`src/hdl/useq_consts.svh`:
```
//**********************************************************
// Fixed microword layout for the sequencer
// Addresses are 8 bits and the control store has 256 words
//**********************************************************
`ifndef USEQ_CONSTS_SVH
`define USEQ_CONSTS_SVH

// Microaddress, microword and control field widths
`define USEQ_ADDR_W 8
`define USEQ_MW_W 24
`define USEQ_CTRL_W 11

// High field value that selects the opcode as target page
`define USEQ_DISPATCH_HI 4'hF

// Address forced onto the output while jam is high
`define USEQ_JAM_ADDR 8'hFF

`endif
```
`src/hdl/useq_pkg.sv`:
```
//**********************************************************
// Microword and branch field types
// Field order is MSB first and must match the 24-bit word
//**********************************************************
`include "useq_consts.svh"

package useq_pkg;

    // Condition slots in mux order
    // Slots 1, 6 and 7 are tied low
    typedef enum logic [2:0] {
        sel_status2 = 3'd0,
        sel_never1  = 3'd1,
        sel_status0 = 3'd2,
        sel_status1 = 3'd3,
        sel_go_n    = 3'd4,
        sel_status3 = 3'd5,
        sel_never6  = 3'd6,
        sel_never7  = 3'd7
    } cond_sel_e;

    // Branch operation
    typedef struct packed {
        logic      polarity;
        cond_sel_e sel;
    } bop_t;

    // One microword as read from the control store
    typedef struct packed {
        logic [`USEQ_CTRL_W-1:0] ctrl;
        bop_t                    bop;
        logic                    count;
        logic [3:0]              addr_hi;
        logic [3:0]              addr_lo;
    } microword_t;

endpackage

```
`src/hdl/useq_top.sv`:
```
//**********************************************************
// Microprogram sequencer top level
// One microinstruction per clock and no handshakes
// Control bits go out unregistered with the microaddress
//**********************************************************
`timescale 1ns/1ns
`include "useq_consts.svh"

module useq_top (
    input  logic                    system_clk,
    input  logic                    arst_n,
    input  logic                    restart,
    input  logic [3:0]              opcode,
    input  logic [3:0]              status,
    input  logic                    go_n,
    input  logic                    jam,
    output logic [`USEQ_ADDR_W-1:0] microaddress,
    output logic [`USEQ_CTRL_W-1:0] ctrl,
    output logic                    eil_n
);

    useq_pkg::microword_t mw;

    // ROM address is the outgoing microaddress, jam included
    control_store u_store (
        .addr (microaddress),
        .mw   (mw)
    );

    useq_control u_ctrl (
        .system_clk   (system_clk),
        .arst_n       (arst_n),
        .restart      (restart),
        .opcode       (opcode),
        .status       (status),
        .go_n         (go_n),
        .jam          (jam),
        .mw           (mw),
        .microaddress (microaddress),
        .ctrl         (ctrl),
        .eil_n        (eil_n)
    );

endmodule

```
`src/hdl/useq_control.sv`:
```
//**********************************************************
// Sequencer control section
// Jam forces FF onto the microaddress and freezes the counter
// Restart still acts while jam is high
//**********************************************************
`timescale 1ns/1ns
`include "useq_consts.svh"

module useq_control (
    input  logic                    system_clk,
    input  logic                    arst_n,
    input  logic                    restart,
    input  logic [3:0]              opcode,
    input  logic [3:0]              status,
    input  logic                    go_n,
    input  logic                    jam,
    input  useq_pkg::microword_t    mw,
    output logic [`USEQ_ADDR_W-1:0] microaddress,
    output logic [`USEQ_CTRL_W-1:0] ctrl,
    output logic                    eil_n
);

    logic [`USEQ_ADDR_W-1:0] next_addr;
    logic [`USEQ_ADDR_W-1:0] mpc;
    logic                    cond_load;
    logic                    pc_load;
    logic                    pc_count;

    assign ctrl = mw.ctrl;

    // The jam word must not steer the counter
    assign pc_load  = cond_load & ~jam;
    assign pc_count = mw.count & ~jam;

    micro_pc u_mpc (
        .system_clk (system_clk),
        .arst_n     (arst_n),
        .restart    (restart),
        .load       (pc_load),
        .count      (pc_count),
        .next_addr  (next_addr),
        .mpc        (mpc)
    );

    opcode_map u_map (
        .opcode    (opcode),
        .addr_hi   (mw.addr_hi),
        .addr_lo   (mw.addr_lo),
        .next_addr (next_addr),
        .eil_n     (eil_n)
    );

    cond_select u_cond (
        .system_clk (system_clk),
        .arst_n     (arst_n),
        .status     (status),
        .go_n       (go_n),
        .bop        (mw.bop),
        .load       (cond_load)
    );

    assign microaddress = jam ? `USEQ_JAM_ADDR : mpc;

endmodule

```
`src/hdl/control_store.sv`:
```
//**********************************************************
// Fixed microprogram ROM, read combinationally
// Unlisted words jump to 00 with all control bits set
//**********************************************************
`timescale 1ns/1ns
`include "useq_consts.svh"

module control_store (
    input  logic [`USEQ_ADDR_W-1:0] addr,
    output useq_pkg::microword_t    mw
);

    if ($bits(useq_pkg::microword_t) != `USEQ_MW_W) begin : g_width_check
        $error("Microword struct is not %0d bits wide", `USEQ_MW_W);
    end

    always_comb begin
        // Unconditional jump to 00 unless a word says otherwise
        mw              = '0;
        mw.ctrl         = {{(`USEQ_CTRL_W-`USEQ_ADDR_W){1'b0}}, addr};
        mw.bop.polarity = 1'b1;
        mw.bop.sel      = useq_pkg::sel_never1;
        casez (addr)
            8'h00: begin
                mw.bop.polarity = 1'b0;
                mw.count        = 1'b1;
            end
            8'h01: begin
                // Wait here while go_n is high
                mw.bop.polarity = 1'b0;
                mw.bop.sel      = useq_pkg::sel_go_n;
                mw.count        = 1'b1;
            end
            8'h02: begin
                mw.addr_hi = `USEQ_DISPATCH_HI;
            end
            8'b????_0000: begin
                // First word of an opcode page
                mw.bop.polarity = 1'b0;
                mw.count        = 1'b1;
            end
            8'b????_0001: begin
                // Page exit, back to fetch
            end
            default: begin
                mw.ctrl = '1;
            end
        endcase
    end

endmodule

```
`src/hdl/cond_select.sv`:
```
//**********************************************************
// Branch condition mux with polarity
// load is high when the selected condition differs from polarity
//**********************************************************
`timescale 1ns/1ns

module cond_select (
    input  logic               system_clk,
    input  logic               arst_n,
    input  logic [3:0]         status,
    input  logic               go_n,
    input  useq_pkg::bop_t     bop,
    output logic               load
);

    logic cond;

    always_comb begin
        case (bop.sel)
            useq_pkg::sel_status2: cond = status[2];
            useq_pkg::sel_status0: cond = status[0];
            useq_pkg::sel_status1: cond = status[1];
            useq_pkg::sel_go_n:    cond = go_n;
            useq_pkg::sel_status3: cond = status[3];
            // Tied-low slots
            default:               cond = 1'b0;
        endcase
    end

    // Polarity 1 on a low slot gives an unconditional jump
    assign load = cond ^ bop.polarity;

    // Select comes straight from the control store word
    sel_known_a : assert property (
        @(posedge system_clk) disable iff (!arst_n)
        !$isunknown(bop.sel)
    );

endmodule

```
`src/hdl/opcode_map.sv`:
```
//**********************************************************
// Forms the load target from the microword or the opcode
// eil_n is active low and tracks the dispatch marker only
//**********************************************************
`timescale 1ns/1ns
`include "useq_consts.svh"

module opcode_map (
    input  logic [3:0]              opcode,
    input  logic [3:0]              addr_hi,
    input  logic [3:0]              addr_lo,
    output logic [`USEQ_ADDR_W-1:0] next_addr,
    output logic                    eil_n
);

    logic       dispatch;
    logic [3:0] page;

    // Marker in the high field means jump to the opcode page
    assign dispatch = (addr_hi == `USEQ_DISPATCH_HI);

    assign page = dispatch ? opcode : addr_hi;

    assign next_addr = {page, addr_lo};

    // Latch the next instruction while dispatching
    assign eil_n = ~dispatch;

endmodule

```
`src/hdl/micro_pc.sv`:
```
//**********************************************************
// Microprogram counter
// Restart wins over load, load wins over count
// Counting wraps from 255 to 0
//**********************************************************
`timescale 1ns/1ns
`include "useq_consts.svh"

module micro_pc (
    input  logic                    system_clk,
    input  logic                    arst_n,
    input  logic                    restart,
    input  logic                    load,
    input  logic                    count,
    input  logic [`USEQ_ADDR_W-1:0] next_addr,
    output logic [`USEQ_ADDR_W-1:0] mpc
);

    logic [`USEQ_ADDR_W-1:0] mpc_inc;

    assign mpc_inc = mpc + 1'b1;

    always_ff @(posedge system_clk or negedge arst_n) begin
        if (!arst_n) begin
            mpc <= '0;
        end
        else if (restart) begin
            mpc <= '0;
        end
        else if (load) begin
            // Branch or dispatch target
            mpc <= next_addr;
        end
        else if (count) begin
            mpc <= mpc_inc;
        end
    end

    // An unknown counter would send X into the control store
    // and from there into every control bit
    mpc_known_a : assert property (
        @(posedge system_clk) disable iff (!arst_n)
        !$isunknown(mpc)
    );

endmodule

```
`config.mk`:
```
export PLATFORM = sky130hd
export DESIGN_NAME = useq_top
export DESIGN_NICKNAME = d
export VERILOG_FILES = /design/src/hdl/useq_pkg.sv /design/src/hdl/useq_top.sv /design/src/hdl/useq_control.sv /design/src/hdl/control_store.sv /design/src/hdl/cond_select.sv /design/src/hdl/opcode_map.sv /design/src/hdl/micro_pc.sv
export VERILOG_INCLUDE_DIRS = /design/src /design/src/hdl
export SDC_FILE = /design/constraint.sdc
export NUM_CORES = 1
export LEC_CHECK = 0
export BUFFER_PORTS_ARGS = -buffer_cell sky130_fd_sc_hd__buf_2
export CAP_MARGIN = 20
export CORE_MARGIN = 4
export CORE_UTILIZATION = 41
export CTS_CLUSTER_SIZE = 8
export DETAILED_ROUTE_END_ITERATION = 12
export PLACE_DENSITY = 0.74
export SYNTH_ARGS = -nofsm -noshare
export SYNTH_HDL_FRONTEND = slang
export SYNTH_SLANG_ARGS = --single-unit
```
`constraint.sdc`:
```
create_clock -name system_clk -period 2 [get_ports system_clk]
set_input_delay 0.4 -clock system_clk [delete_from_list [all_inputs] [get_ports system_clk]]
set_output_delay 0.4 -clock system_clk [all_outputs]
set_load 0.05 [all_outputs]
```
== Word level (Yosys, flattened, before mapping) ==
Index checks and enable logic that the tools add are counted.

* Output and inout port bits: 20
* Flip-flop bits (word level): 8

* Equality and inequality tests: 8
* Bitwise operators: 5
* Add/sub/neg operators: 1
* Muxes and demuxes: 14
* Reductions and logical operators: 7

{| class="wikitable"
|+ Operators with widths
! operator !! count
|-
| 8-bit two-way mux || 4
|-
| 11-bit two-way mux || 2
|-
| 8-bit by 1-bit adder with 8-bit output, second input constant || 1
|-
| 8-bit by 1-bit equality test with 1-bit output, second input constant || 1
|-
| 8-bit by 2-bit equality test with 1-bit output, second input constant || 1
|-
| 8-bit zero test || 1
|-
| 4-bit two-way mux || 2
|-
| 3-bit by 2-bit equality test with 1-bit output, second input constant || 2
|-
| 3-bit equality test, second input constant || 2
|-
| 1-bit one-hot mux with 5 select lines || 1
|-
| 4-bit by 1-bit equality test with 1-bit output, second input constant || 1
|-
| 4-bit equality test, second input constant || 1
|-
| 4-bit zero test || 1
|-
| 1-bit one-hot mux with 2 select lines || 2
|-
| 2-bit OR reduction || 2
|-
| 3-bit zero test || 1
|-
| 3-bit two-way mux || 1
|-
| 3-bit nonzero test || 1
|-
| 3-bit OR reduction || 1
|-
| 1-bit bitwise AND || 2
|-
| 1-bit two-way mux || 2
|-
| 1-bit inverter || 2
|-
| 1-bit XOR || 1
|}

== Depth between registers and ports, before layout ==
* Depth in word-level cells: 9
* Mapped depth: 6

== Modules after synthesis ==
From an unflattened synthesis, not the netlist that was laid out.

* Cell total of the unflattened synthesis: 124
* Area, all modules: 975.9 sq um

{| class="wikitable"
|+ By module, submodules not included
! module !! cells an instance !! sequential area each (sq um) !! area an instance (sq um) !! times used
|-
| micro_pc || 47 || 200.2 || 436.7 || 1
|-
| control_store || 31 || 0.0 || 241.5 || 1
|-
| useq_control || 21 || 0.0 || 145.1 || 1
|-
| opcode_map || 15 || 0.0 || 93.8 || 1
|-
| cond_select || 10 || 0.0 || 58.8 || 1
|}

== Worst setup path after synthesis ==
OpenSTA, ideal clock, no wires.

* Path kind: register to output
* Start: reg u_ctrl.u_mpc.mpc[6]
* End: out ctrl[0]
* Stages on the path, launching flop included: 5
* Required time: 1600 ps
* Path buffers: 0
* Slack: -295 ps
* Arrival time: 1895 ps
* Path through: dfrtp_1 -> or4_4 -> o31ai_4 -> nand2_2 -> or2_1

* Longest elaborated chain between the ends: 4

{| class="wikitable"
|+ Ends and longest elaborated chain
! what !! line !! RTL
|-
| start: declaration || micro_pc.sv:16 || <nowiki>output logic [`USEQ_ADDR_W-1:0] mpc</nowiki>
|-
| start signal: assignment || micro_pc.sv:32 || <nowiki>mpc <= next_addr;</nowiki>
|-
| start signal: assignment || micro_pc.sv:35 || <nowiki>mpc <= mpc_inc;</nowiki>
|-
| 8-bit two-way mux (*) || useq_control.sv:62 || <nowiki>assign microaddress = jam ? `USEQ_JAM_ADDR : mpc;</nowiki>
|-
| 8-bit by 1-bit equality test with 1-bit output, or another cell as far along || control_store.sv:23 || <nowiki>casez (addr)</nowiki>
|-
| 3-bit OR reduction (no line) (*) || - ||
|-
| 11-bit two-way mux (*) || control_store.sv:23 ||
|-
| end: declaration || useq_top.sv:18 || <nowiki>output logic [`USEQ_CTRL_W-1:0] ctrl,</nowiki>
|}

Mark *: on every way between the ends. The rest lies on a longest branch, timed or not.

== Worst setup path in the final report ==
Ends and elaborated chain as after synthesis.

==> summary.md <==
The tools report the share of synthesized area occupied by flip-flops and latches as 36.0%. The register with the most flip-flops is u_ctrl.u_mpc.mpc. After clock tree synthesis, the clock-pin slew on the worst setup and hold paths is 50 ps. The number of diodes came out at 0. The run gives 78 as the post-synthesis net count.

The number of standard cells after synthesis came out at 64. For the worst-case setup margin in the final layout, the log shows -304 ps. In this design, the largest share of critical-path delay is due to simple AND/OR/NAND/NOR gates.

The placed instance count is 119, and the overall track demand over capacity in global routing is 18.4%. The run gives 0 as the number of slew-limit violations in the final report. The number of buffers and inverters on the critical path was 1. The highest-utilization routing layer at the global route stage is met2. The element type at the critical path end was an output port.

The largest single stage delay on the critical path is 540 ps. The detail route stage leaves a number of antenna-violating nets equal to 0. The cell sitting at the root of the clock tree is a sky130_fd_sc_hd__clkbuf_4. The classification of the worst setup path was reg -> out. The number of buffer cells added on primary ports was 28; the setup slack at placement was -213 ps. The source of the worst hold timing path is opcode[3].

The remaining global-route overflow is 0, and the number of CTS-inserted buffers is 3. Clock latency on the worst-skew pair, taken at its later pin, is 250 ps. Row generation in the floorplan step produced 13 rows.

The routed design has 1.68 mm of wire. Overall power consumption after layout is estimated at 0.000583 W. For the via count of the first global-routing pass, the log shows 609. Wire length per cell after detailed routing: 13.1 µm. In this run the worst path has a maximum fanout of 6. In the final layout, the registers with the most flip-flops are u_ctrl.u_mpc.mpc (8).

The run finished, with violations left. In the final design database the tool counted 129 nets. Once the floorplan was initialized, standard cells occupied 43.2% of the core. In this run the worst setup path begins at u_ctrl.u_mpc.mpc[6]$_DFFE_PN0P_. The reg-to-reg critical path startpoint was u_ctrl.u_mpc.mpc[6]$_DFFE_PN0P_. Pin slew with the least headroom to its limit: 267 ps. For this run, the number of Yosys warnings is 0. For this run, global-route usage on met3 was measured as 2.39%.

The number of antenna violations at the first check in global routing was 0. In this run, distinct cell masters in the synthesized netlist total 24. The tools report the routing usage on met2 as 33.2%.

Subtracting the final worst setup slack from the clock period gives 2300 ps. Once detailed placement completed, the half-perimeter wirelength came to 1.22 mm. The ratio of total power to cell area is 569 nW/µm², and the pin count of the biggest net entering global routing is 16. The signal on the critical path passes through or4_4 > o31ai_4 > nand2_4 > or2_4 > buf_6.

The register with the most flip-flops in the layout has 8 of them. The tools report the nature of the critical path startpoint as a register. The first global-routing pass estimated 2.70 mm of wire.

The die width is 44.8 µm, and the internal power contribution is 0.000348 W. Across the routed clock network, the largest skew measured is 5.08 ps. No sink is reached through more buffers than the 2 on the longest clock path.

In the synthesized netlist the async set-or-reset flop fraction comes to 100%. In the synthesized netlist the dominant register cell turns out to be sky130_fd_sc_hd__dfrtp_1. Derived from the worst setup path, the maximum achievable clock frequency is 434 MHz. The tightest slew margin relative to the limit was 82.1%; the number of register bits inferred by synthesis was 8. The synthesized design contains 0 enable-type register cells. TritonCTS built the clock tree. The detailed router finished its first iteration with 17 violations. The finished layout holds 128 standard cells, fillers aside. The via count normalized by instance count came out at 5.13.

The average instance in the mapped netlist occupies 8.68 µm². The final reports fail on setup timing. The tools report the fill cell instance count of the final layout as 90.

Ranked by instance count, the synthesized netlist is headed by sky130_fd_sc_hd__dfrtp_1, sky130_fd_sc_hd__or2_2, sky130_fd_sc_hd__nor2_1. For the combined area of all synthesized cells, the log shows 556 µm². At the end of routability-driven placement, the weighted congestion stood at 0.850. 33 I/O pins were placed. The top cell type by area accounts for 36.0% of the synthesized area. The largest area contributor in the netlist was sky130_fd_sc_hd__dfrtp_1. The die span in y was 44.8 µm; the number of DRC violations after detailed routing was 0.

The analysis attributes to cell leakage a power of 0.499 nW. Worst min-delay path category: in -> reg. The required time of the worst setup path came out at 1600 ps. The maximum level of the CTS H-tree was 1. For the worst setup path, the data arrival time is 1900 ps. In the post-synthesis netlist, the biggest area contributors are sky130_fd_sc_hd__dfrtp_1, sky130_fd_sc_hd__or2_2, sky130_fd_sc_hd__or2_1, sky130_fd_sc_hd__nor2_1, sky130_fd_sc_hd__a21oi_1. Setup repair after global routing could not meet its margin everywhere. The detailed router placed 657 vias in this run. After floorplanning, the core was sized to cover 1280 µm². In this run switching power makes up 40.3% of total power.

The final hold violation count is 0, and the count of maximum capacitance violations is 0. The switching power came out at 0.000235 W. The clock net in this run drives a total of 8 sinks. Setup violations remaining at the end of the flow were counted as 11. The global-route track usage on met1 is 21.9%.

The critical-path cell with the highest stage delay is sky130_fd_sc_hd__or4_4. After layout, the worst path uses 115% of the clock period. The worst-case IR drop observed on VDD is 0.366 mV. The relative area change from synthesis to final layout is 84.5%, and the detailed-router iteration count before antenna repair is 4.

In this run, the clock network consumes 20.8% of the power. The share of final-layout standard cells stronger than drive strength 1 was 63.7%; the area of the die was 2010 µm². The logs give 29.1% for the sequential fraction of design power and 50.2% for the relative contribution of combinational cells to total power.
## cells by family (layout without fill, tap and decap cells)
logic type	after synthesis	after routing	synth area share, %
buffers and inverters	6	55	5.40
and+or+nand+nor	33	33	35.6
DFF	8	8	36.0
AOI/OAI and AO/OA	15	15	19.1
adders and majority gates	1	1	2.25
xor gates and xnor gates	1	1	1.58
## repair_timing
action,4_1_cts,5_1_grt
pin swaps,6,2
hold buffers,1,0
resized for setup,28,10
hold endpoints to repair,8,0
endpoints found under the setup margin,12,14
buffers inserted,3,3
## final cells by class
class	count	area, µm²	share of cell area, %
tap	15	18.8	1.83
sequential	8	200	19.5
timing repair buffer	49	394	38.5
multi-input combinational	50	378	36.9
inverter	3	11.3	1.10
clock buffer	3	22.5	2.20
## metrics by stage
stage	utilization [%]	area, µm²	setup TNS, ps	hold WS [ps]
2_1_floorplan	-	576	-1160	104
3_3_place_gp	64.5	828	-1630	249
3_5_place_dp	64.5	828	-1850	252
4_1_cts	76.1	978	-3260	379
5_1_grt	79.7	1020	-3760	398
6_report	79.7	1020	-3060	389
## layout by cell type (no fill, tap or decap), drive strengths merged
master	count
a21oi	5
a22oi	2
dfrtp	8
nor3	1
nor2b	1
nor4	1
or2	13
inv	3
dlygate4sd3	1
o31ai	2
ha	1
clkbuf	3
a31oi	2
or4	1
o21ai	4
or4b	1
nand2	5
buf	48
nor2	7
xnor2	1
nand3	3
## final timing paths
path                                                   end  slack [ps]  cells after the start
max                                                ctrl[0]        -300                      5
min                        u_ctrl.u_mpc.mpc[7]$_DFFE_PN0P_         390                      3
max reg2reg                u_ctrl.u_mpc.mpc[5]$_DFFE_PN0P_         110                      8
min reg2reg                u_ctrl.u_mpc.mpc[2]$_DFFE_PN0P_         540                      2
max in group asynchronous  u_ctrl.u_mpc.mpc[7]$_DFFE_PN0P_        1310                      2
min in group asynchronous  u_ctrl.u_mpc.mpc[0]$_DFFE_PN0P_         520                      2
## power by group through the flow
stage                     clock [W]  sequential, W  combinational [W]
after floorplan                   0       0.000178           0.000171
after global placement            0       0.000172           0.000236
after detailed placement          0       0.000172           0.000239
after CTS                  0.000126       0.000170           0.000277
after global routing       0.000136       0.000170           0.000308
final                      0.000121       0.000170           0.000293
## layer usage
metal | vias to the layer above | wire length [µm]
met1 | 296 | 680
met4 | 0 | 23
li1 | 324 | -
met2 | 34 | 834
met3 | 3 | 144
met5 | - | 0
## worst reg2reg max path: stages (launching register included)
cell	delay [ps]
sky130_fd_sc_hd__dfrtp_1	370
sky130_fd_sc_hd__or4_4	540
sky130_fd_sc_hd__buf_4	160
sky130_fd_sc_hd__buf_6	120
sky130_fd_sc_hd__nor4_4	140
sky130_fd_sc_hd__buf_4	140
sky130_fd_sc_hd__buf_4	110
sky130_fd_sc_hd__nand2_1	50
sky130_fd_sc_hd__a21oi_1	170
Note: power is estimated with default switching activity, not from simulation.
